<file path="src/logic/arm_front_pkg.sv">
package arm_front_pkg;

    // widths and sizes
    localparam int pc_w       = 7;
    localparam int word_w     = 32;
    localparam int imem_depth = 128;

    // cond al, MSR-style encoding with no effect, used as the bubble
    localparam logic [word_w-1:0] nop_word = 32'b1110_00110010_0000_11110000_00000000;

    // sixteen alu ops follow the ARM data-processing field order
    typedef enum logic [6:0] {
        op_and   = 7'd0,
        op_eor   = 7'd1,
        op_sub   = 7'd2,
        op_rsb   = 7'd3,
        op_add   = 7'd4,
        op_adc   = 7'd5,
        op_sbc   = 7'd6,
        op_rsc   = 7'd7,
        op_tst   = 7'd8,
        op_teq   = 7'd9,
        op_cmp   = 7'd10,
        op_cmn   = 7'd11,
        op_orr   = 7'd12,
        op_mov   = 7'd13,
        op_bic   = 7'd14,
        op_mvn   = 7'd15,
        op_ldr   = 7'd16,
        op_str   = 7'd17,
        op_b     = 7'd18,
        op_bl    = 7'd19,
        op_nop   = 7'd20,
        op_undef = 7'd21
    } opcode_e;

    // standard ARM condition field order
    typedef enum logic [3:0] {
        eq, ne, cs, cc, mi, pl, vs, vc,
        hi, ls, ge, lt, gt, le, al, nv
    } cond_e;

    // fetch to decode stage
    typedef struct packed {
        logic              valid;
        logic              epoch;  // branch epoch at fetch time
        logic [pc_w-1:0]   pc;
        logic [word_w-1:0] word;
    } fetch_item_t;

    // decode stage to branch resolver
    typedef struct packed {
        logic              valid;
        logic              squashed;    // word replaced by nop_word
        logic [pc_w-1:0]   pc;
        logic [word_w-1:0] word;
        cond_e             cond;
        opcode_e           opcode;
        logic              en_status;
        logic [3:0]        rn;
        logic [3:0]        rd;
        logic [1:0]        shift_op;
        logic [11:0]       imm12;
        logic [word_w-1:0] imm_branch;  // sign extended word offset
        logic              p;
        logic              u;
        logic              w;
    } decoded_t;

    // resolver back to fetch
    typedef struct packed {
        logic            taken;
        logic [pc_w-1:0] target;
    } redirect_t;

    // one entry per retired word
    typedef struct packed {
        logic [pc_w-1:0]   pc;
        logic [word_w-1:0] word;
        opcode_e           opcode;
        logic              squashed;
        logic              executed;  // condition passed, not squashed
        logic              taken;
    } retire_t;

endpackage : arm_front_pkg

</file>
<file path="src/logic/idecoder.sv">
`timescale 1ns/100ps

module idecoder (
    input  logic [arm_front_pkg::word_w-1:0] instr,
    output arm_front_pkg::cond_e             cond,
    output arm_front_pkg::opcode_e           opcode,
    output logic                             en_status,
    output logic [3:0]                       rn,
    output logic [3:0]                       rd,
    output logic [3:0]                       rs,
    output logic [3:0]                       rm,
    output logic [1:0]                       shift_op,
    output logic [4:0]                       imm5,
    output logic [11:0]                      imm12,
    output logic [arm_front_pkg::word_w-1:0] imm_branch,
    output logic                             p,
    output logic                             u,
    output logic                             w
);
    import arm_front_pkg::*;

    logic is_nop;
    logic is_dp;   // data processing
    logic is_ls;   // single load/store
    logic is_br;   // b or bl

    // instruction class from bits 27:25
    assign is_nop = (instr == nop_word);
    assign is_dp  = !is_nop && (instr[27:26] == 2'b00);
    assign is_ls  = !is_nop && (instr[27:26] == 2'b01);
    assign is_br  = !is_nop && (instr[27:25] == 3'b101);

    assign cond = cond_e'(instr[31:28]);

    always_comb begin
        opcode = op_undef;  // anything unmatched
        if (is_nop) begin
            opcode = op_nop;
        end else if (is_dp) begin
            opcode = opcode_e'({3'b000, instr[24:21]});
        end else if (is_ls) begin
            opcode = instr[20] ? op_ldr : op_str;  // L bit
        end else if (is_br) begin
            opcode = instr[24] ? op_bl : op_b;     // link bit
        end
    end

    // S bit only means something on alu ops
    assign en_status = is_dp & instr[20];

    // register fields
    assign rn = instr[19:16];
    assign rd = instr[15:12];
    assign rs = instr[11:8];
    assign rm = instr[3:0];

    // shifter operand
    assign shift_op = instr[6:5];
    assign imm5     = instr[11:7];
    assign imm12    = instr[11:0];

    // word offset, already in words since pc counts words
    assign imm_branch = {{8{instr[23]}}, instr[23:0]};

    // indexing bits of load/store, zero for other classes
    always_comb begin
        p = 1'b0;
        u = 1'b0;
        w = 1'b0;
        if (is_ls) begin
            p = instr[24];
            u = instr[23];
            w = instr[21];
        end
    end

endmodule : idecoder

</file>
<file path="src/logic/memory_pipeline_unit.sv">
`timescale 1ns/100ps

module memory_pipeline_unit (
    input  logic                       clk,
    input  logic                       rst_n,
    input  arm_front_pkg::fetch_item_t item,
    input  logic                       branch_ref,
    output arm_front_pkg::decoded_t    dec
);
    import arm_front_pkg::*;

    logic [word_w-1:0] instr_reg;
    logic              epoch_reg;
    logic [pc_w-1:0]   pc_reg;
    logic              valid_reg;
    logic              squash;
    logic [word_w-1:0] instr_dec;

    cond_e             cond;
    opcode_e           opcode;
    logic              en_status;
    logic [3:0]        rn;
    logic [3:0]        rd;
    logic [1:0]        shift_op;
    logic [11:0]       imm12;
    logic [word_w-1:0] imm_branch;
    logic              p;
    logic              u;
    logic              w;

    always_ff @(posedge clk or negedge rst_n) begin
        if (!rst_n) begin
            instr_reg <= nop_word;
            epoch_reg <= 1'b0;
            pc_reg    <= '0;
            valid_reg <= 1'b0;
        end else begin
            instr_reg <= item.word;
            epoch_reg <= item.epoch;
            pc_reg    <= item.pc;
            valid_reg <= item.valid;
        end
    end

    // stale epoch means fetched down the wrong path
    assign squash    = (epoch_reg != branch_ref);
    assign instr_dec = squash ? nop_word : instr_reg;

    idecoder decoder (
        .instr      (instr_dec),
        .cond       (cond),
        .opcode     (opcode),
        .en_status  (en_status),
        .rn         (rn),
        .rd         (rd),
        .rs         (),
        .rm         (),
        .shift_op   (shift_op),
        .imm5       (),
        .imm12      (imm12),
        .imm_branch (imm_branch),
        .p          (p),
        .u          (u),
        .w          (w)
    );

    assign dec = '{valid: valid_reg, squashed: squash, pc: pc_reg, word: instr_dec,
                   cond: cond, opcode: opcode, en_status: en_status, rn: rn, rd: rd,
                   shift_op: shift_op, imm12: imm12, imm_branch: imm_branch,
                   p: p, u: u, w: w};

endmodule : memory_pipeline_unit

</file>
<file path="config.mk">
export PLATFORM = sky130hd
export DESIGN_NAME = memory_pipeline_unit
export DESIGN_NICKNAME = d
export VERILOG_FILES = /design/src/logic/arm_front_pkg.sv /design/src/logic/idecoder.sv /design/src/logic/memory_pipeline_unit.sv
export SDC_FILE = /design/constraint.sdc
export NUM_CORES = 1
export LEC_CHECK = 0
export BUFFER_PORTS_ARGS = -buffer_cell sky130_fd_sc_hd__buf_4
export CAP_MARGIN = 15
export CORE_MARGIN = 8
export CORE_UTILIZATION = 30
export CTS_CLUSTER_DIAMETER = 60
export CTS_CLUSTER_SIZE = 14
export DETAILED_ROUTE_END_ITERATION = 16
export SYNTH_ARGS = -nofsm -noshare
export SYNTH_HDL_FRONTEND = slang
export SYNTH_HIERARCHICAL = 1
export SYNTH_SLANG_ARGS = --single-unit
</file>
<file path="constraint.sdc">
create_clock -name clk -period 3.9 [get_ports clk]
set_input_delay 0 -clock clk [delete_from_list [all_inputs] [get_ports clk]]
set_output_delay 0 -clock clk [all_outputs]
set_load 0.05 [all_outputs]
</file>
==> key figures <==
Outcome
  – Status: completed

CTS
  – Hold Buf Count CTS: 42
  – Clock-pin transition on the worst setup and hold timing paths: 80 ps
  – TritonCTS clock tree: done
  – # clock sinks: 41
  – H-tree depth: 2
  – Root buffer cell: clkbuf_8
  – Post-CTS setup buffers: 0
  – TritonCTS buffer count: 5
  – CTS resizes: 0
  – Clock Path Buffers: 2

Global route
  – GRT Residual Overflow: 0
  – Largest net degree at the start of global routing: 42
  – First-pass GRT wire length: 9.29 mm
  – Gr usage total: 12.1%
  – Vias in the first global route: between 1500 and 2000
  – Initial antenna violation count: 0

Die
  – Die height: 96.8 um
  – Initial Util: 30.9%
  – Die Area: between 9000 and 10000 um2
  – I/O pins: between 150 and 200
  – Core Box Area: around 6300 um2
  – Die Span X: 96.8 um
  – Row cnt: 29

Setup path
  – Crit-path cells: xnor2_2 -> buf_4 -> and2_1 -> nor4b_1 -> nand4_1 -> or3_4 -> and3_1 -> buf_4
  – CP Launch Type: flop
  – Setup crit end kind: primary output
  – CP most frequent cell: buf_4
  – Largest fanout on the critical path: 18
  – CP delay by family, top: simple AND/OR/NAND/NOR gates
  – Critical Path Max Stage Delay: roughly 400 ps
  – Required time worst endpoint: 3900 ps
  – CP max stage cell: dfrtp_1
  – Crit path buf inv count: 2
  – Critical Path AT: ~2700 ps
  – Crit Path Class: flop to primary output

Drt
  – Wire length per cell: 14.8 um
  – WL final: about 5.7 mm
  – Post-DRT Antenna Nets: 0
  – Routed vias: between 1500 and 2000
  – Post-route DRC: 0
  – 1st-iter DRT viols: 29
  – First-pass detailed-route iteration total: 4
  – Vias/cell: ~4.0

Timing
  – Fmax: between 0.3 and 0.4 GHz
  – Setup WS post-layout: roughly 1200 ps
  – Worst Max-Slew Pin Slew: 589 ps
  – RSZ-0062 raised after global routing: false
  – TNS Setup: 0 ps
  – Max-slew violations: 0
  – Final Cycle Share: 69.6%
  – Relative slew slack: 60.5%
  – Final hold slack: 227 ps
  – Min cycle time layout: 2710 ps
  – Final setup fails: 0
  – Endpoints failing hold: 0

Yosys
  – Mean area per synthesized cell: 11.2 um2
  – Synth warnings: 6
  – Instance count of the mapped netlist: around 180
  – Area of the mapped netlist: 1960 um2

Power
  – Power Density: 454 nW/um2
  – Pleak: approximately 1.6 nW
  – Peak supply drop: 0.000311 V

Placement
  – IO Port Bufs: 151
  – Hpwl dp: about 4.6 mm
  – Gpl congestion: 0.734
  – Pre-CTS setup slack: between 1000 and 1500 ps

Finish
  – # nets final: 352
  – Commonest non-fill, non-tap cells in the layout: buf_4, dlygate4sd3_1, dfrtp_1
  – Max reg flops: 32
  – P&R area growth vs syn: 65.8%
  – Layout cell share with drive strength beyond 1: 55.7%
  – Commonest non-fill, non-tap cell in the layout: buf_4
  – Number of diodes: 0

Hold path
  – Worst hold path class: input pin to async pin

Flow run
  – Maximum Capacitance Violations: 0
[report_power, final]
part | total [mW] | internal, mW | switching, mW
combinational | 0.614 | 0.188 | 0.426
sequential | 0.454 | 0.450 | 0.00417
clock | 0.405 | 0.258 | 0.148
[worst max path at each step]
stage               cells past startpoint                 from      end
finish                                  8  epoch_reg$_DFF_PN0_  dec[61]
global route                            8  epoch_reg$_DFF_PN0_  dec[58]
CTS                                     8  epoch_reg$_DFF_PN0_  dec[61]
detailed placement                      8  epoch_reg$_DFF_PN0_  dec[61]
global placement                        7  epoch_reg$_DFF_PN0_  dec[61]
floorplan                               7  epoch_reg$_DFF_PN0_  dec[58]
[per-layer routing]
layer,global-route usage (%),vias to the layer above,share of wire [%]
met5,0,-,0
met4,3.55,0,1.0
met3,6.54,6,12
met2,21.6,84,52
met1,11.6,715,35
li1,-,755,-
[stage by stage]
step / area [um2] / util [%] / cells / power, mW
floorplan: 1960 / - / 176 / 0.919
global placement: 2690 / 42.4 / 336 / 1.05
detailed placement: 2690 / 42.4 / 336 / 1.05
CTS: 3250 / 51.2 / 386 / 1.49
global route: 3250 / 51.2 / 386 / 1.53
finish: 3250 / 51.2 / 386 / 1.47
[layout make-up]
| cell class | count | area, um2 |
|---|---|---|
| clock buffer | 5 | 68.8 |
| clock inverter | 3 | 68.8 |
| fill | 564 | 3100 |
| inverter | 2 | 7.51 |
| multi-input combinational | 64 | 407 |
| sequential | 41 | 1040 |
| tap | 77 | 96.3 |
| timing repair buffer | 194 | 1560 |
Note: power is estimated with default switching activity, not from simulation.
