## src/logic/arm_front_pkg.sv

```systemverilog
package arm_front_pkg;

    // widths and sizes
    localparam int pc_w       = 7;
    localparam int word_w     = 32;
    localparam int imem_depth = 128;

    // cond al, MSR-style encoding with no effect, used as the bubble
    localparam logic [word_w-1:0] nop_word = 32'b1110_00110010_0000_11110000_00000000;

    // sixteen alu ops follow the ARM data-processing field order
    typedef enum logic [6:0] {
        op_and   = 7'd0,
        op_eor   = 7'd1,
        op_sub   = 7'd2,
        op_rsb   = 7'd3,
        op_add   = 7'd4,
        op_adc   = 7'd5,
        op_sbc   = 7'd6,
        op_rsc   = 7'd7,
        op_tst   = 7'd8,
        op_teq   = 7'd9,
        op_cmp   = 7'd10,
        op_cmn   = 7'd11,
        op_orr   = 7'd12,
        op_mov   = 7'd13,
        op_bic   = 7'd14,
        op_mvn   = 7'd15,
        op_ldr   = 7'd16,
        op_str   = 7'd17,
        op_b     = 7'd18,
        op_bl    = 7'd19,
        op_nop   = 7'd20,
        op_undef = 7'd21
    } opcode_e;

    // standard ARM condition field order
    typedef enum logic [3:0] {
        eq, ne, cs, cc, mi, pl, vs, vc,
        hi, ls, ge, lt, gt, le, al, nv
    } cond_e;

    // fetch to decode stage
    typedef struct packed {
        logic              valid;
        logic              epoch;  // branch epoch at fetch time
        logic [pc_w-1:0]   pc;
        logic [word_w-1:0] word;
    } fetch_item_t;

    // decode stage to branch resolver
    typedef struct packed {
        logic              valid;
        logic              squashed;    // word replaced by nop_word
        logic [pc_w-1:0]   pc;
        logic [word_w-1:0] word;
        cond_e             cond;
        opcode_e           opcode;
        logic              en_status;
        logic [3:0]        rn;
        logic [3:0]        rd;
        logic [1:0]        shift_op;
        logic [11:0]       imm12;
        logic [word_w-1:0] imm_branch;  // sign extended word offset
        logic              p;
        logic              u;
        logic              w;
    } decoded_t;

    // resolver back to fetch
    typedef struct packed {
        logic            taken;
        logic [pc_w-1:0] target;
    } redirect_t;

    // one entry per retired word
    typedef struct packed {
        logic [pc_w-1:0]   pc;
        logic [word_w-1:0] word;
        opcode_e           opcode;
        logic              squashed;
        logic              executed;  // condition passed, not squashed
        logic              taken;
    } retire_t;

endpackage : arm_front_pkg

```

## src/logic/instr_fetch.sv

```systemverilog
`timescale 1ns/100ps

module instr_fetch (
    input  logic                             clk,
    input  logic                             rst_n,
    input  logic                             imem_we,
    input  logic [arm_front_pkg::pc_w-1:0]   imem_addr,
    input  logic [arm_front_pkg::word_w-1:0] imem_data,
    input  logic                             run,
    input  logic [arm_front_pkg::pc_w-1:0]   start_pc,
    input  arm_front_pkg::redirect_t         redirect,
    output arm_front_pkg::fetch_item_t       item
);
    import arm_front_pkg::*;

    logic [word_w-1:0] imem [imem_depth];

    logic              run_q;
    logic              start;
    logic [pc_w-1:0]   pc_q;       // next pc to fetch
    logic [pc_w-1:0]   fetch_pc;
    logic              epoch_q;
    logic              next_epoch;
    logic              item_valid;
    logic [pc_w-1:0]   item_pc;
    logic [word_w-1:0] item_word;

    assign start = run & ~run_q;  // first edge with run high

    // epoch follows every redirect, also while stopped,
    // so it never drifts from the resolver's copy
    assign next_epoch = epoch_q ^ redirect.taken;

    always_comb begin
        if (start) begin
            fetch_pc = start_pc;
        end else if (redirect.taken) begin
            fetch_pc = redirect.target;
        end else begin
            fetch_pc = pc_q;
        end
    end

    // load port, only while stopped
    always_ff @(posedge clk) begin
        if (imem_we && !run) begin
            imem[imem_addr] <= imem_data;
        end
    end

    always_ff @(posedge clk or negedge rst_n) begin
        if (!rst_n) begin
            run_q      <= 1'b0;
            pc_q       <= '0;
            epoch_q    <= 1'b0;
            item_valid <= 1'b0;
        end else begin
            run_q      <= run;
            epoch_q    <= next_epoch;
            item_valid <= run;  // invalid items while stopped
            if (run) begin
                pc_q <= fetch_pc + 1'b1;
            end
        end
    end

    // payload
    always_ff @(posedge clk) begin
        if (run) begin
            item_pc   <= fetch_pc;
            item_word <= imem[fetch_pc];
        end
    end

    // item epoch is the epoch in force after the edge
    assign item = '{valid: item_valid, epoch: epoch_q, pc: item_pc, word: item_word};

endmodule : instr_fetch

```

## config.mk

```make
export PLATFORM = sky130hd
export DESIGN_NAME = instr_fetch
export DESIGN_NICKNAME = d
export VERILOG_FILES = /design/src/logic/arm_front_pkg.sv /design/src/logic/instr_fetch.sv
export SDC_FILE = /design/constraint.sdc
export NUM_CORES = 2
export LEC_CHECK = 0
export BUFFER_PORTS_ARGS = -buffer_cell sky130_fd_sc_hd__buf_2
export CORE_ASPECT_RATIO = 1.5
export CORE_MARGIN = 1
export CORE_UTILIZATION = 57
export DETAILED_ROUTE_END_ITERATION = 8
export PLACE_DENSITY_LB_ADDON = 0.08
export RECOVER_POWER = 25
export SLEW_MARGIN = 20
export SYNTH_ARGS = -nofsm -noshare
export SYNTH_HDL_FRONTEND = slang
export SYNTH_SLANG_ARGS = --single-unit
```

## constraint.sdc

```tcl
create_clock -name clk -period 2.7 [get_ports clk]
set_input_delay 0.81 -clock clk [delete_from_list [all_inputs] [get_ports clk]]
set_output_delay 0.81 -clock clk [all_outputs]
set_load 0.02 [all_outputs]
```

==> run summary <==
The critical path goes through buf_4 -> and2b_2 -> o21ai_4 -> buf_12 -> inv_16 -> buf_16 -> buf_6 -> buf_12 -> mux2i_1 -> a32oi_1 -> nand4_1 -> nand3_2 -> nor4_4 -> a211oi_1. The met3 track utilization from global routing came out at 0.0720. The proportion of synthesized chip area in sequential cells is 0.770.

For the final standard cell utilization of the core, the log shows 0.692. The clock period minus worst slack came out at 3.53 ns. The number of top-level design ports is 99, and the tightest slew margin relative to the limit is -0.996. The logs give 0.286 mm2 for the overall die area and 30 for the number of antenna violations at the first check in global routing. For the worst setup path, the data arrival time is 4.22 ns. For the worst flop-to-flop path, the logic depth is 14. Power comes to 152 mW. The layer carrying the most global-route usage was met2.

For this block, the routed nets add up to 527 mm of wire. The number of inserted filler cells in the final layout was 18,704; the number of storage elements in the synthesis netlist was 4,144. The highest cell delay on the worst timing path came out at 0.38 ns.

The kind of critical path was reg -> reg. The highest achievable clock rate was 283 MHz; the CTS H-tree depth was 5. The net switching fraction of the power was 0.276. At the end of the flow, the number of nets in the layout was 11,973.

The wire length of the first global-routing pass is 735 mm, and the proportion of layout cells with a drive suffix above 1 is 0.196. The first TritonRoute pass finished after 9 iterations. Summing all multi-input logic gate instances after layout gives 0.0372 mm2. The data required time at the worst endpoint was 3.38 ns. After detailed placement, the total cell area comes to 0.181 mm2. The worst setup margin is -0.834 ns, and the number of max-capacitance violations reported is 31.

The synthesized net count was 10,867; the area added between synthesis and finish was 20.8%. In the final routed layout, each cell accounts on average for 33.1 um. Total power density per cell area: 780 mW/mm2.

The parity-gate share of the synthesized area counting xor and xnor cells is 0.000325. The startpoint of the worst hold path was run. STA classifies the critical path startpoint as a flop. The number of placed instances, taps included, is 15,225. Dividing the detail-routed via count by the number of cells gives 6.56. The placeable core region was 0.282 mm2. The area fraction in and, or, nand and nor cells after synthesis works out to 0.0987.

The maximum fanout encountered on the critical timing path is 34. The register cell area after layout is 0.124 mm2, and the clock slew seen by the registers of the worst setup and hold paths is 0.06 ns. The proportion of power drawn by combinational gates is 0.188. The count of nets left with antenna violations once routing finished came out at 0.

The tools report the clock latency on the worst-skew pair as 0.96 ns. The type of element capturing the critical path is a flop. The share of the clock period used by the worst path after layout was 1.31; the number of buffers on the longest clock path was 4. The dominant combinational cell family by area after synthesis was simple AND/OR/NAND/NOR gates.

The worst register-to-register path begins at item_valid$_DFF_PN0_. Post-route cell area: 0.195 mm2. Internal power comes to 110 mW. TritonCTS built the clock tree. By area the synthesized netlist is led by sky130_fd_sc_hd__edfxtp_1 (77%), sky130_fd_sc_hd__mux2i_1 (5.6%), sky130_fd_sc_hd__nand2_1 (5.1%). The tools report the pin count of the biggest net entering global routing as 129. The total negative setup slack came out at -1679.88 ns. The worst min-delay path category was in -> reg. Fraction of met1 tracks used by global routing: 0.455. In this run, distinct cell masters in the synthesized netlist total 42.

The quantity of I/O buffers inserted on ports is 98. Cell with the most instances on the worst path: sky130_fd_sc_hd__buf_12. The number of non-filler instances in the completed layout is 15,948. The tools report the initial cell density of the core as 0.573. Prior to clock tree synthesis, the placed netlist has a worst setup slack of -2.05 ns. The slowest stage of the critical path belongs to the cell sky130_fd_sc_hd__dfrtp_1. The die is 437 um wide.

The share of the synthesized area in compound gates (AO/OA/AOI/OAI) is 0.0556, and the transition time at the pin with the least slew margin is 2.99 ns. The tools report the placed wire-length estimate as 336 mm. The logs give 0 for the number of endpoints with negative hold slack in the final report and 0.584 for the met2 capacity usage during global routing.

The logs give 0.364 for the aggregate global-route resource usage and 13,807 for the number of violations reported at the end of detailed-routing iteration 0. Clock tree synthesis inserted a total of 375 buffers. For the number of warnings reported in the yosys synthesis log, the log shows 0.

The clock drives 4,144 sinks. The total overflow left after global routing is 0. The tools report the number of remaining DRC errors as 30. The post-synthesis average cell area was 15.0 um2. The cell sitting at the root of the clock tree is a sky130_fd_sc_hd__clkbuf_16. The worst hold path depth was 1; the via count of the first global-routing pass was 101,559. The synthesized design spends more area on one cell type than any other, namely sky130_fd_sc_hd__edfxtp_1.

For the share of power burned in the clock network, the log shows 0.342. The worst-case IR drop observed on VDD is 0.583 mV. The cell area after synthesis came out at 0.162 mm2. The final reports fail on design-rule violations, max-capacitance violations, max-slew violations, negative setup slack. The height of the die was 654 um; the synthesized-area fraction occupied by adder cells was 0.0000774. The gate count of the mapped netlist was 10,808. Setup repair after global routing could not meet its margin everywhere.

For this design the total switching power over the nets is 42.0 mW. The count of vias placed by the detailed router was 104,624. The flow ran to the end, but the final reports show violations. In this run the worst setup path begins at item_valid$_DFF_PN0_. The number of placement rows is 239, and the clock skew is 0.0454 ns. The tools report the final weighted congestion in routability-driven placement as 0.946. The multiplexer fraction of the synthesized cell area was 0.0563; the standby leakage power was 67.3 nW.

Final hold analysis gives a worst-case slack of 0.127 ns. The area share of the leading cell type in the synthesized netlist is 0.768. The run gives 4,443 as the number of endpoints failing setup at the final stage. The power share of the sequential group is 0.470. The number of slew-limit violations in the final report came out at 1,222.
power by group through the flow:
stage	logic [mW]	registers, mW	clock network (mW)
floorplan	11.0	72.8	0
global placement	25.6	72.9	0
detailed placement	26.0	72.9	0
CTS	27.5	71.5	52.3
global route	29.5	71.5	54.6
finish	28.6	71.6	52.1
synthesized netlist by cell type (all sizes together):
cell type and count:
a211oi 32, a21o 2, a21oi 455, a221oi 256, a31oi 192, a32oi 64
and2b 1, and3b 1, buf 331, clkbuf 408, clkinv 2, dfrtp 9
edfxtp 4135, ha 1, inv 5, mux2 5, mux2i 902, nand2 2194
nand2b 3, nand3 840, nand4 68, nand4b 3, nor2 143, nor2b 6
nor3 325, nor3b 1, nor4 128, o2111ai 64, o21ai 1, o221ai 192
o22ai 32, or3b 1, xnor2 5, xor2 1
registers in the layout (all words and copies together), names as in the netlist:
register / flops
pc_q: 7
epoch_q: 1
item_valid: 1
imem: 4096
item_pc: 7
item_word: 32
what timing repair did:
item	in CTS	in global routing
pin swaps	80	56
gates resized for setup	270	152
endpoints found under the hold margin	9	0
setup buffers	20	3
endpoints found under the setup margin	33	34
cloned	19	9
hold buffers	1	0
layout make-up:
class,count,area share
flip-flops and latches,4144,0.637
multi-input cells,5918,0.191
repair buffers,1468,0.0879
clock buffers,470,0.0510
well taps,3735,0.0239
clock inverters,190,0.00879
inverters,7,0.000308
diodes,16,0.000205
cell usage in the layout, fill, tap and decap left out, drive strengths merged, types with 2 or more instances in the layout:
cell type / synthesis / routed
a32oi: 64 / 64
nand3: 840 / 840
bufbuf: 0 / 16
clkbuf: 408 / 565
bufinv: 0 / 29
nand4: 68 / 68
clkinvlp: 0 / 16
o2111ai: 64 / 64
xnor2: 5 / 5
a21oi: 455 / 455
dfrtp: 9 / 9
clkinv: 2 / 139
nor2b: 6 / 6
buf: 331 / 1354
edfxtp: 4135 / 4135
nor2: 143 / 143
nand2b: 3 / 3
inv: 5 / 13
mux2: 5 / 5
o22ai: 32 / 32
a221oi: 256 / 256
nor4: 128 / 128
nand2: 2194 / 2194
diode: 0 / 16
nand4b: 3 / 3
nor3: 325 / 325
a211oi: 32 / 32
a31oi: 192 / 192
o221ai: 192 / 192
mux2i: 902 / 902
a21o: 2 / 2
worst paths after layout:
| path | end | slack, ns |
|---|---|---|
| min | item_pc[6]$_DFFE_PP_ | 0.13 |
| max in group asynchronous | pc_q[6]$_DFFE_PN0P_ | 1.98 |
| max | item_word[24]$_DFFE_PP_ | -0.83 |
| max reg2reg | item_word[24]$_DFFE_PP_ | -0.83 |
| min reg2reg | epoch_q$_DFF_PN0_ | 0.50 |
| min in group asynchronous | pc_q[3]$_DFFE_PN0P_ | 0.35 |
cells by family after synthesis:
logic type,after synthesis
AO/OA/AOI/OAI,1290
AND/OR/NAND/NOR,3714
adder cells (fa/ha/maj),1
flip-flops,4144
buffers and inverters,746
multiplexers,907
XOR/XNOR,6
per-layer routing:
layer / vias up / share of wire
met4: 8 / 0.077
met2: 6079 / 0.47
met1: 53340 / 0.34
met3: 1320 / 0.11
met5: - / 0.000078
li1: 43877 / -
critical path, delay by kind of cell, from the launching register on:
family	cells	cell delay, ns
AOI/OAI and AO/OA	3	0.25
buffers and inverters	6	1.17
DFF	1	0.38
muxes	1	0.24
and+or+nand+nor	4	1.14
Note: power is estimated with default switching activity, not from simulation.
