==> src/logic/arm_front_pkg.sv <==
package arm_front_pkg;

    // widths and sizes
    localparam int pc_w       = 7;
    localparam int word_w     = 32;
    localparam int imem_depth = 128;

    // cond al, MSR-style encoding with no effect, used as the bubble
    localparam logic [word_w-1:0] nop_word = 32'b1110_00110010_0000_11110000_00000000;

    // sixteen alu ops follow the ARM data-processing field order
    typedef enum logic [6:0] {
        op_and   = 7'd0,
        op_eor   = 7'd1,
        op_sub   = 7'd2,
        op_rsb   = 7'd3,
        op_add   = 7'd4,
        op_adc   = 7'd5,
        op_sbc   = 7'd6,
        op_rsc   = 7'd7,
        op_tst   = 7'd8,
        op_teq   = 7'd9,
        op_cmp   = 7'd10,
        op_cmn   = 7'd11,
        op_orr   = 7'd12,
        op_mov   = 7'd13,
        op_bic   = 7'd14,
        op_mvn   = 7'd15,
        op_ldr   = 7'd16,
        op_str   = 7'd17,
        op_b     = 7'd18,
        op_bl    = 7'd19,
        op_nop   = 7'd20,
        op_undef = 7'd21
    } opcode_e;

    // standard ARM condition field order
    typedef enum logic [3:0] {
        eq, ne, cs, cc, mi, pl, vs, vc,
        hi, ls, ge, lt, gt, le, al, nv
    } cond_e;

    // fetch to decode stage
    typedef struct packed {
        logic              valid;
        logic              epoch;  // branch epoch at fetch time
        logic [pc_w-1:0]   pc;
        logic [word_w-1:0] word;
    } fetch_item_t;

    // decode stage to branch resolver
    typedef struct packed {
        logic              valid;
        logic              squashed;    // word replaced by nop_word
        logic [pc_w-1:0]   pc;
        logic [word_w-1:0] word;
        cond_e             cond;
        opcode_e           opcode;
        logic              en_status;
        logic [3:0]        rn;
        logic [3:0]        rd;
        logic [1:0]        shift_op;
        logic [11:0]       imm12;
        logic [word_w-1:0] imm_branch;  // sign extended word offset
        logic              p;
        logic              u;
        logic              w;
    } decoded_t;

    // resolver back to fetch
    typedef struct packed {
        logic            taken;
        logic [pc_w-1:0] target;
    } redirect_t;

    // one entry per retired word
    typedef struct packed {
        logic [pc_w-1:0]   pc;
        logic [word_w-1:0] word;
        opcode_e           opcode;
        logic              squashed;
        logic              executed;  // condition passed, not squashed
        logic              taken;
    } retire_t;

endpackage : arm_front_pkg

==> src/logic/branch_resolver.sv <==
`timescale 1ns/100ps

module branch_resolver (
    input  logic                    clk,
    input  logic                    rst_n,
    input  arm_front_pkg::decoded_t dec,
    input  logic [3:0]              flags,     // nzcv
    output arm_front_pkg::redirect_t redirect,
    output logic                    branch_ref,
    output logic                    retire_valid,
    output arm_front_pkg::retire_t  retire
);
    import arm_front_pkg::*;

    logic n;
    logic z;
    logic c;
    logic v;
    logic cond_pass;
    logic is_branch;
    logic taken;

    assign n = flags[3];
    assign z = flags[2];
    assign c = flags[1];
    assign v = flags[0];

    // ARM condition table
    always_comb begin
        case (dec.cond)
            eq:      cond_pass = z;
            ne:      cond_pass = !z;
            cs:      cond_pass = c;
            cc:      cond_pass = !c;
            mi:      cond_pass = n;
            pl:      cond_pass = !n;
            vs:      cond_pass = v;
            vc:      cond_pass = !v;
            hi:      cond_pass = c && !z;
            ls:      cond_pass = !c || z;
            ge:      cond_pass = (n == v);
            lt:      cond_pass = (n != v);
            gt:      cond_pass = !z && (n == v);
            le:      cond_pass = z || (n != v);
            al:      cond_pass = 1'b1;
            default: cond_pass = 1'b0;  // nv never
        endcase
    end

    assign is_branch = dec.valid && !dec.squashed &&
                       ((dec.opcode == op_b) || (dec.opcode == op_bl));
    assign taken     = is_branch && cond_pass;

    // target relative to the word after the branch
    assign redirect.taken  = taken;
    assign redirect.target = dec.pc + 1'b1 + dec.imm_branch[pc_w-1:0];

    // epoch owner, flips at the end of a taken branch cycle
    always_ff @(posedge clk or negedge rst_n) begin
        if (!rst_n) begin
            branch_ref <= 1'b0;
        end else if (taken) begin
            branch_ref <= !branch_ref;
        end
    end

    assign retire_valid = dec.valid;
    assign retire = '{pc: dec.pc, word: dec.word, opcode: dec.opcode,
                      squashed: dec.squashed,
                      executed: cond_pass && !dec.squashed,
                      taken: taken};

endmodule : branch_resolver

==> config.mk <==
export PLATFORM = sky130hd
export DESIGN_NAME = branch_resolver
export DESIGN_NICKNAME = d
export VERILOG_FILES = /design/src/logic/arm_front_pkg.sv /design/src/logic/branch_resolver.sv
export SDC_FILE = /design/constraint.sdc
export NUM_CORES = 1
export LEC_CHECK = 0
export ABC_AREA = 1
export CAP_MARGIN = 40
export CORE_AREA = 2 2 68 70
export DETAILED_ROUTE_END_ITERATION = 6
export DIE_AREA = 0 0 70 72
export DONT_BUFFER_PORTS = 1
export GPL_TIMING_DRIVEN = 0
export HOLD_SLACK_MARGIN = 0.1
export SLEW_MARGIN = 20
export SYNTH_ARGS = -nofsm -noshare
export SYNTH_HDL_FRONTEND = slang
export SYNTH_SLANG_ARGS = --single-unit
==> constraint.sdc <==
create_clock -name clk -period 2.49 [get_ports clk]
set_input_delay 0.747 -clock clk [delete_from_list [all_inputs] [get_ports clk]]
set_output_delay 0.747 -clock clk [all_outputs]
set_load 0.1 [all_outputs]
==> reports/summary.txt, run 1 <==
vias -> 919
Cell Area, Synth -> 905 sq um
setup_tns -> -2.36 ns
biggest regs -> branch_ref: 1 flops
Ys Warns -> 0
fin. max-slew vios -> 0
final WL -> 2520 microns
MaxCap Viol Count -> 0
simple-gate area share of the yosys netlist -> 0.267
final instance area -> 1460 sq um
mux cell area share after synthesis -> 0
vias in the first global route -> 808
endpoints failing hold -> 0
pin count of the biggest net entering global routing -> 9
routability cong. -> 0.732
Post-synth top flop -> dfrtp_1
status -> finished, violations left
Overall Power -> 834 uW
Top Family by Delay on Critical Path -> XOR/XNOR gates
f_max -> 324 MHz
vias per inst -> 4.22
slew margin rel. -> 0.454
DRT Pass-1 Iters -> 4
grt total ovfl -> 0
Die Span Y -> 72 microns
failing checks -> setup timing
area of the die -> 5040 sq um
post-layout worst setup margin -> -0.599 ns
startpoint types -> input pin
crit path cell chain -> inv_6, ha_4, inv_4, fa_2, nand3_2, nand2_2, nand2_2, nand2_2, a21oi_4, xor2_4
skew final -> 0 ns
area growth from synthesis to layout -> 61.3%
Post-Syn Area per Cell -> 6.20 sq um
Synth Area in Adders -> 0.105
required time worst endpoint -> 1.74 ns
Critical Path AT -> 2.34 ns
leakage -> 0.000720 uW
most common cell after layout, fill and taps aside -> buf_4
port bufs -> 0
Crit. End Element -> primary output
most frequent cells in the layout -> buf_4, nand2_1, inv_1, buf_6, nand3_1
core footprint -> 4260 sq um
worst path bufs/invs -> 2
share of cells above drive strength 1 -> 0.651
Reg clk slew, reported paths -> 0 ns
antenna cells -> 0
sequential area share after synthesis -> 0.0277
Tot GR Track Use -> 0.0840
reg-to-reg slack, setup -> 1.68 ns
DP HPWL -> 2100 microns
FFs w/ async S/R, synth -> 1.00
DRC violation count after routing -> 0
CP max-delay cell -> xor2_4
synthesized net count -> 269
DP Area -> 1180 sq um
initial core utilization -> 0.212
fin crit period -> 3.09 ns
first-pass GRT wire length -> 3620 microns
Hold Path Class -> in -> async
Power per Cell Area -> 572 nW/um^2
Max VDD drop -> 0.229 mV
Placed Cells -> 203
final setup fails -> 7
Die W -> 70 microns
largest family of logic cells by synthesized area -> buffers and inverters
initial drt markers -> 20
CP dominant cell by count -> nand2_2
RSZ-0062 raised after global routing -> yes
clk_lat worst skew -> 0 ns
Slew @ Worst Pin -> 0.818 ns
Crit path largest cell delay -> 0.60 ns
final std cells w/o fill -> 218
initial antenna violation count -> 0
Core Rows -> 24
number of synthesized flops with an enable pin -> 0
# fillers -> 451
Tcrit/Tclk final -> 1.24
CP Class -> in -> out
Synth Area in XOR/XNOR -> 0.0581
nets@finish -> 291
Synth Register Bits -> 1
drt wl/cell -> 11.6 microns
post-route ant nets -> 0
Crit Path Max Fanout -> 2
Synth cell types -> 19
Synth Instances -> 146
most flop-heavy register -> branch_ref
Synth Area in Compound Gates -> 0.0429
num ports -> 175
Largest register FFs -> 1
## cell families after synthesis
logic type	count (synthesis)
AO/OA/AOI/OAI	7
XOR/XNOR	6
adder cells (fa/ha/maj)	7
buffers and inverters	70
flip-flops	1
AND/OR/NAND/NOR	55
## synth_stat cells, types with 2 or more instances
cell type	number	area, sq um
buf_4	50	375
nand2_1	30	113
nand3b_1	2	15.0
xor2_1	5	43.8
nand3_1	13	65.1
inv_1	18	67.6
a21oi_1	5	25.0
ha_1	6	75.1
nor2_1	7	26.3
## path summary, 6_finish.rpt
path	cells after the start	endpoint	from
setup / recovery	10	redirect[6]	dec[3]
hold / removal	0	branch_ref	rst_n
setup reg to reg	4	branch_ref	branch_ref
hold reg to reg	3	branch_ref	branch_ref
max in group asynchronous	0	branch_ref	rst_n
min in group clk	3	branch_ref	branch_ref
## routing by layer
metal	GRT usage	wire length [microns]	up-vias
li1	-	-	439
met1	0.109	920	394
met2	0.150	1190	82
met3	0.0194	392	4
met4	0.00427	20	0
met5	0	0	-
## metrics by stage
step	util	hold WS, ns	setup WS (ns)
finish	0.342	0.451	-0.599
global route	0.342	0.451	-0.659
CTS	0.327	0.451	-0.561
detailed placement	0.276	0.451	-0.711
global placement	0.258	0.451	-0.679
floorplan	-	0.451	-0.628
## power by group
part	internal, uW	leakage, uW	switching (uW)
clock	0	0	0
combinational	209	0.000707	605
sequential	18.2	0.0000136	2.34
total	227	0.000720	607
## cell type report
| type | count | area [sq um] | share of cell area |
|---|---|---|---|
| tap | 52 | 65.1 | 0.0446 |
| buffer | 51 | 420 | 0.288 |
| timing repair buffer | 20 | 241 | 0.166 |
| sequential | 1 | 25.0 | 0.0172 |
| inverter | 19 | 111 | 0.0763 |
| multi-input combinational | 75 | 596 | 0.408 |
## what timing repair did
action / CTS / global route
pin swaps: 18 / 5
cloned: 0 / 0
endpoints found under the setup margin: 9 / 9
gates resized for setup: 29 / 20
setup buffers: 21 / 6
hold buffers: 0 / 0
(Power assumes the default switching activity.)
==> inputs of run 2 (changes only) <==
--- a/config.mk
+++ b/config.mk
@@ -6,13 +6,15 @@
 export NUM_CORES = 1
 export LEC_CHECK = 0
 export ABC_AREA = 1
+export BUFFER_PORTS_ARGS = -buffer_cell sky130_fd_sc_hd__buf_4
 export CAP_MARGIN = 40
-export CORE_AREA = 2 2 68 70
+export CORE_AREA = 2 2 67 69
 export DETAILED_ROUTE_END_ITERATION = 6
-export DIE_AREA = 0 0 70 72
-export DONT_BUFFER_PORTS = 1
+export DIE_AREA = 0 0 69 71
 export GPL_TIMING_DRIVEN = 0
 export HOLD_SLACK_MARGIN = 0.1
+export PLACE_DENSITY = 0.71
+export SKIP_CTS_REPAIR_TIMING = 1
 export SLEW_MARGIN = 20
 export SYNTH_ARGS = -nofsm -noshare
 export SYNTH_HDL_FRONTEND = slang
==> constraint.sdc (replaced) <==
create_clock -name clk -period 3.7 [get_ports clk]
set_input_delay 1.11 -clock clk [delete_from_list [all_inputs] [get_ports clk]]
set_output_delay 1.11 -clock clk [all_outputs]
set_load 0.1 [all_outputs]
==> run 2 against run 1 <==
- worst hold slack improved by 0.041 ns
- the flow still finishes with violations (setup timing)
- sequential cell count unchanged
- register-to-register slack better by 1.4 ns
- global-route usage up 0.75 points
- critical endpoint unchanged
- critical path depth increased by 2
- die area decreased by 2.8%
- highest routed layer is now met3
- critical path type unchanged
- cell area rose by 23%
- largest power group unchanged
==> reports/summary.txt, run 2 (synthesis results as in run 1) <==
status -> finished, violations left
failing checks -> setup timing
Tot GR Track Use -> 0.0915 (+0.00754)
area growth from synthesis to layout -> 98.2%
share of cells above drive strength 1 -> 0.686 (+0.0358)
fin crit period -> 3.75 ns
Max VDD drop -> 0.148 mV (-35%)
routability cong. -> 0.827 (+13%)
Setup WS pre-CTS -> -0.392 ns (+0.319 ns)
Tcrit/Tclk final -> 1.01
Largest register FFs -> 1 (unchanged)
Crit. End Element -> primary output
Die W -> 69 microns (-1.4%)
Hold Path Class -> reg -> reg
initial core utilization -> 0.215 (+0.00303)
Core Rows -> 24 (unchanged)
area of the die -> 4900 sq um (-2.8%)
nets@finish -> 361 (+24%)
most common cell after layout, fill and taps aside -> buf_4
Power per Cell Area -> 323 nW/um^2 (-44%)
grt total ovfl -> 0 (unchanged)
MaxCap Viol Count -> 0 (unchanged)
Crit Path Max Fanout -> 2 (unchanged)
f_max -> 266 MHz
leakage -> 0.00103 uW (+43%)
antenna cells -> 0 (unchanged)
initial drt markers -> 15 (-25%)
vias -> 1096 (+19%)
pin count of the biggest net entering global routing -> 9 (unchanged)
first-pass GRT wire length -> 4110 microns (+14%)
num ports -> 175 (unchanged)
biggest regs -> branch_ref: 1 flops
final setup fails -> 1 (-6)
final WL -> 2390 microns (-5.4%)
most frequent cells in the layout -> buf_4, nand2_1, inv_1
vias per inst -> 3.81 (-9.7%)
fin. max-slew vios -> 0 (unchanged)
Reg2Reg Depth -> 3 (-1)
drt wl/cell -> 8.28 microns (-28%)
Hold Path Depth -> 2
final std cells w/o fill -> 288 (+32%)
Slew @ Worst Pin -> 0.432 ns (-0.386 ns)
post-layout worst setup margin -> -0.0532 ns (+0.546 ns)
Reg clk slew, reported paths -> 0 ns (unchanged)
CP Class -> in -> out
port bufs -> 89 (+89)
slew margin rel. -> 0.710 (+0.256)
clk_lat worst skew -> 0 ns (unchanged)
core footprint -> 4200 sq um (-1.4%)
Critical Path AT -> 2.64 ns (+0.30 ns)
startpoint types -> input pin
DP HPWL -> 2180 microns (+4.0%)
most flop-heavy register -> branch_ref
vias in the first global route -> 1038 (+28%)
RSZ-0062 raised after global routing -> yes
endpoints failing hold -> 0 (unchanged)
post-route ant nets -> 0 (unchanged)
required time worst endpoint -> 2.59 ns (+0.85 ns)
Placed Cells -> 287 (+41%)
DRC violation count after routing -> 0 (unchanged)
Die Span Y -> 71 microns (-1.4%)
Fin Hold WS -> 0.492 ns (+0.0406 ns)
skew final -> 0 ns (unchanged)
initial antenna violation count -> 0 (unchanged)
DRT Pass-1 Iters -> 4 (unchanged)
## run 2: per-stage QoR
stage,area [sq um],total power [uW],setup TNS [ns],util
3_5_place_dp,1700,554,-0.480,0.404
6_report,1790,579,-0.0532,0.426
4_1_cts,1700,554,-0.483,0.404
3_3_place_gp,1700,551,-0.469,0.404
2_1_floorplan,965,450,-0.681,-
5_1_grt,1790,602,-0.151,0.426
## run 2: worst max-delay path: stages
cell and delay [ns]:
buf_8 0.10, inv_4 0.04, ha_4 0.13, inv_4 0.03, fa_2 0.39, nand3_2 0.08, nand2_2 0.07, nand2_2 0.06
nand2_2 0.06, a21oi_4 0.19, xor2_4 0.18, buf_12 0.19
## run 2: worst paths after layout
kind	start	end	slack, ns
worst max-delay path	dec[101]	redirect[6]	-0.05
worst min-delay path	branch_ref	branch_ref	0.49
worst max register to register	branch_ref	branch_ref	3.07
worst min register to register	branch_ref	branch_ref	0.49
max in group asynchronous	rst_n	branch_ref	2.73
min in group asynchronous	rst_n	branch_ref	0.89
## run 2: where the power goes
group	total [uW]	internal, uW	leakage [uW]	switching (uW)
combinational	566	156	0.00102	410
clock	0	0	0	0
sequential	13.0	12.2	0.0000136	0.798
total	579	168	0.00103	411
## run 2: area by class of cell
cell class | instances | area (sq um)
flip-flops and latches | 1 | 25.0
well taps | 52 | 65.1
repair buffers | 90 | 712
plain buffers | 51 | 380
fillers | 435 | 2410
multi-input cells | 75 | 534
inverters | 19 | 76.3
## run 2: routing by layer
layer	track usage	part of all wire	wire, microns
met3	0.0142	0.13	315
met2	0.168	0.51	1210
met1	0.121	0.36	856
met5	0	0	0
met4	0	0	0
==> inputs of run 3 (changes only) <==
--- a/config.mk
+++ b/config.mk
@@ -8,13 +8,12 @@
 export ABC_AREA = 1
 export BUFFER_PORTS_ARGS = -buffer_cell sky130_fd_sc_hd__buf_4
 export CAP_MARGIN = 40
-export CORE_AREA = 2 2 67 69
+export CORE_AREA = 2 2 68 70
 export DETAILED_ROUTE_END_ITERATION = 6
-export DIE_AREA = 0 0 69 71
+export DIE_AREA = 0 0 70 72
 export GPL_TIMING_DRIVEN = 0
 export HOLD_SLACK_MARGIN = 0.1
-export PLACE_DENSITY = 0.71
-export SKIP_CTS_REPAIR_TIMING = 1
+export PLACE_DENSITY = 0.69
 export SLEW_MARGIN = 20
 export SYNTH_ARGS = -nofsm -noshare
 export SYNTH_HDL_FRONTEND = slang
==> constraint.sdc (replaced) <==
create_clock -name clk -period 3.6 [get_ports clk]
set_input_delay 1.08 -clock clk [delete_from_list [all_inputs] [get_ports clk]]
set_output_delay 1.08 -clock clk [all_outputs]
set_load 0.1 [all_outputs]
==> run 3 against run 2 <==
- the flow still finishes with violations (setup timing)
- sequential share of layout area about the same
- global-route usage increased by 0.33 points
- register-to-register slack got worse by 0.10 ns
- first-iteration DRC count increased by 47%
- worst hold slack improved by 0.0030 ns
- die area increased by 2.9%
- critical path type unchanged
- largest cell class unchanged
==> reports/summary.txt, run 3 (synthesis results as in run 1) <==
Die Span Y -> 72 microns (+1.4%)
post-route ant nets -> 0 (unchanged)
Largest register FFs -> 1 (unchanged)
DRT Pass-1 Iters -> 4 (unchanged)
initial core utilization -> 0.212 (-0.00303)
Power per Cell Area -> 330 nW/um^2 (+2.2%)
leakage -> 0.00105 uW (+2.3%)
share of cells above drive strength 1 -> 0.692 (+0.00523)
FF-to-FF Start -> branch_ref
Fin Hold WS -> 0.495 ns (+0.00299 ns)
Seq pwr share -> 0.022 (about the same)
final standard cell utilization of the core -> 0.433 (+0.00690)
DP HPWL -> 2410 microns (+11%)
Core Rows -> 24 (unchanged)
skew final -> 0 ns (unchanged)
Sw Ratio -> 0.701 (-0.00827)
Crit Path Max Fanout -> 2 (unchanged)
Max VDD drop -> 0.157 mV (+6.0%)
required time worst endpoint -> 2.52 ns (-0.07 ns)
Tcrit/Tclk final -> 1.01
area of the die -> 5040 sq um (+2.9%)
initial drt markers -> 22 (+7)
P_sw -> 428 uW (+4.1%)
clk_lat worst skew -> 0 ns (unchanged)
most frequent cells in the layout -> buf_4, nand2_1, inv_1
Tot GR Track Use -> 0.0948 (+0.00326)
MaxCap Viol Count -> 0 (unchanged)
Worst Setup SP -> dec[101]
fin. max-slew vios -> 0 (unchanged)
Slew @ Worst Pin -> 0.427 ns (-0.00489 ns)
initial antenna violation count -> 0 (unchanged)
vias -> 1156 (+5.5%)
grt total ovfl -> 0 (unchanged)
drt wl/cell -> 9.52 microns (+15%)
post-layout worst setup margin -> -0.0248 ns (+0.0284 ns)
failing checks -> setup timing
num ports -> 175 (unchanged)
Clock power frac -> 0 (unchanged)
final setup fails -> 1 (unchanged)
status -> finished, violations left
CP Class -> in -> out
final std cells w/o fill -> 292 (+1.4%)
area growth from synthesis to layout -> 104%
vias in the first global route -> 1082 (+4.2%)
vias per inst -> 3.96 (+4.0%)
combinational fraction of design power -> 0.978 (about the same)
startpoint types -> input pin
antenna cells -> 0 (unchanged)
Reg clk slew, reported paths -> 0 ns (unchanged)
most flop-heavy register -> branch_ref
Hold Path Class -> reg -> reg
P_int -> 182 uW (+8.3%)
RSZ-0062 raised after global routing -> yes
core footprint -> 4260 sq um (+1.4%)
Critical Path AT -> 2.54 ns (-0.10 ns)
Placed Cells -> 287 (unchanged)
fin crit period -> 3.62 ns
nets@finish -> 365 (+1.1%)
slew margin rel. -> 0.713 (+0.00328)
DRC violation count after routing -> 0 (unchanged)
pin count of the biggest net entering global routing -> 9 (unchanged)
endpoints failing hold -> 0 (unchanged)
Crit. End Element -> primary output
Die W -> 70 microns (+1.4%)
routability cong. -> 0.822 (-0.58%)
first-pass GRT wire length -> 4250 microns (+3.5%)
hold path startpoint -> branch_ref
final WL -> 2780 microns (+17%)
port bufs -> 89 (unchanged)
f_max -> 276 MHz
biggest regs -> branch_ref: 1 flops
most common cell after layout, fill and taps aside -> buf_4
CTS hold repair buffers -> 0
run 3: cell count changes in the layout (fill, tap and decap cells not counted):
cell,change
nand2_1,+1
ha_2,+1
clkinv_4,+1
buf_4,+3
inv_4,-2
ha_1,-1
nand2_2,-1
inv_12,+1
buf_12,+1
run 3: stage by stage:
step	worst slack [ns]	TNS (ns)	area [sq um]	power, uW
after global routing	-0.102	-0.166	1850	632
after floorplan	-0.184	-0.536	1010	469
after global placement	-0.264	-0.424	1740	575
after detailed placement	-0.277	-0.467	1740	578
final	-0.0248	-0.0248	1850	610
after CTS	-0.0133	-0.0242	1820	603
run 3: final timing paths:
kind / to / slack (ns) / depth (start not counted)
max reg2reg: branch_ref / 2.97 / 3
min reg2reg: branch_ref / 0.49 / 2
max: redirect[6] / -0.02 / 12
min: branch_ref / 0.49 / 2
min in group asynchronous: branch_ref / 0.86 / 1
max in group asynchronous: branch_ref / 2.66 / 1
run 3: repair_timing:
| action | in CTS | in global routing |
|---|---|---|
| gates resized for setup | 13 | 5 |
| pin swaps | 4 | 0 |
| buffers inserted | 3 | 2 |
| setup endpoints to repair | 2 | 2 |
run 3: power by group through the flow:
stage | clock network [uW] | logic [uW] | registers, uW
detailed placement | 0 | 565 | 13.5
global route | 0 | 619 | 13.6
floorplan | 0 | 447 | 21.5
finish | 0 | 596 | 13.5
global placement | 0 | 562 | 13.4
CTS | 0 | 590 | 13.5
run 3: worst max-delay path: stages:
cell and delay (ns):
buf_12 0.11, inv_12 0.04, ha_4 0.11, inv_2 0.04, fa_2 0.34, nand3_2 0.07, nand2_2 0.05, nand2_1 0.08
nand2_2 0.07, a21oi_4 0.18, xor2_4 0.18, buf_12 0.19
run 3: layer usage:
layer | vias up | share of wire | global-route usage
met5 | - | 0 | 0
met3 | 0 | 0.11 | 0.0153
met2 | 74 | 0.53 | 0.188
met1 | 497 | 0.36 | 0.114
met4 | 0 | 0 | 0
li1 | 585 | - | -
run 3: cell type report:
cell class	count	area, sq um
timing repair buffer	94	754
multi-input combinational	75	534
inverter	19	88.8
buffer	51	380
fill	429	2420
sequential	1	25.0
tap	52	65.1
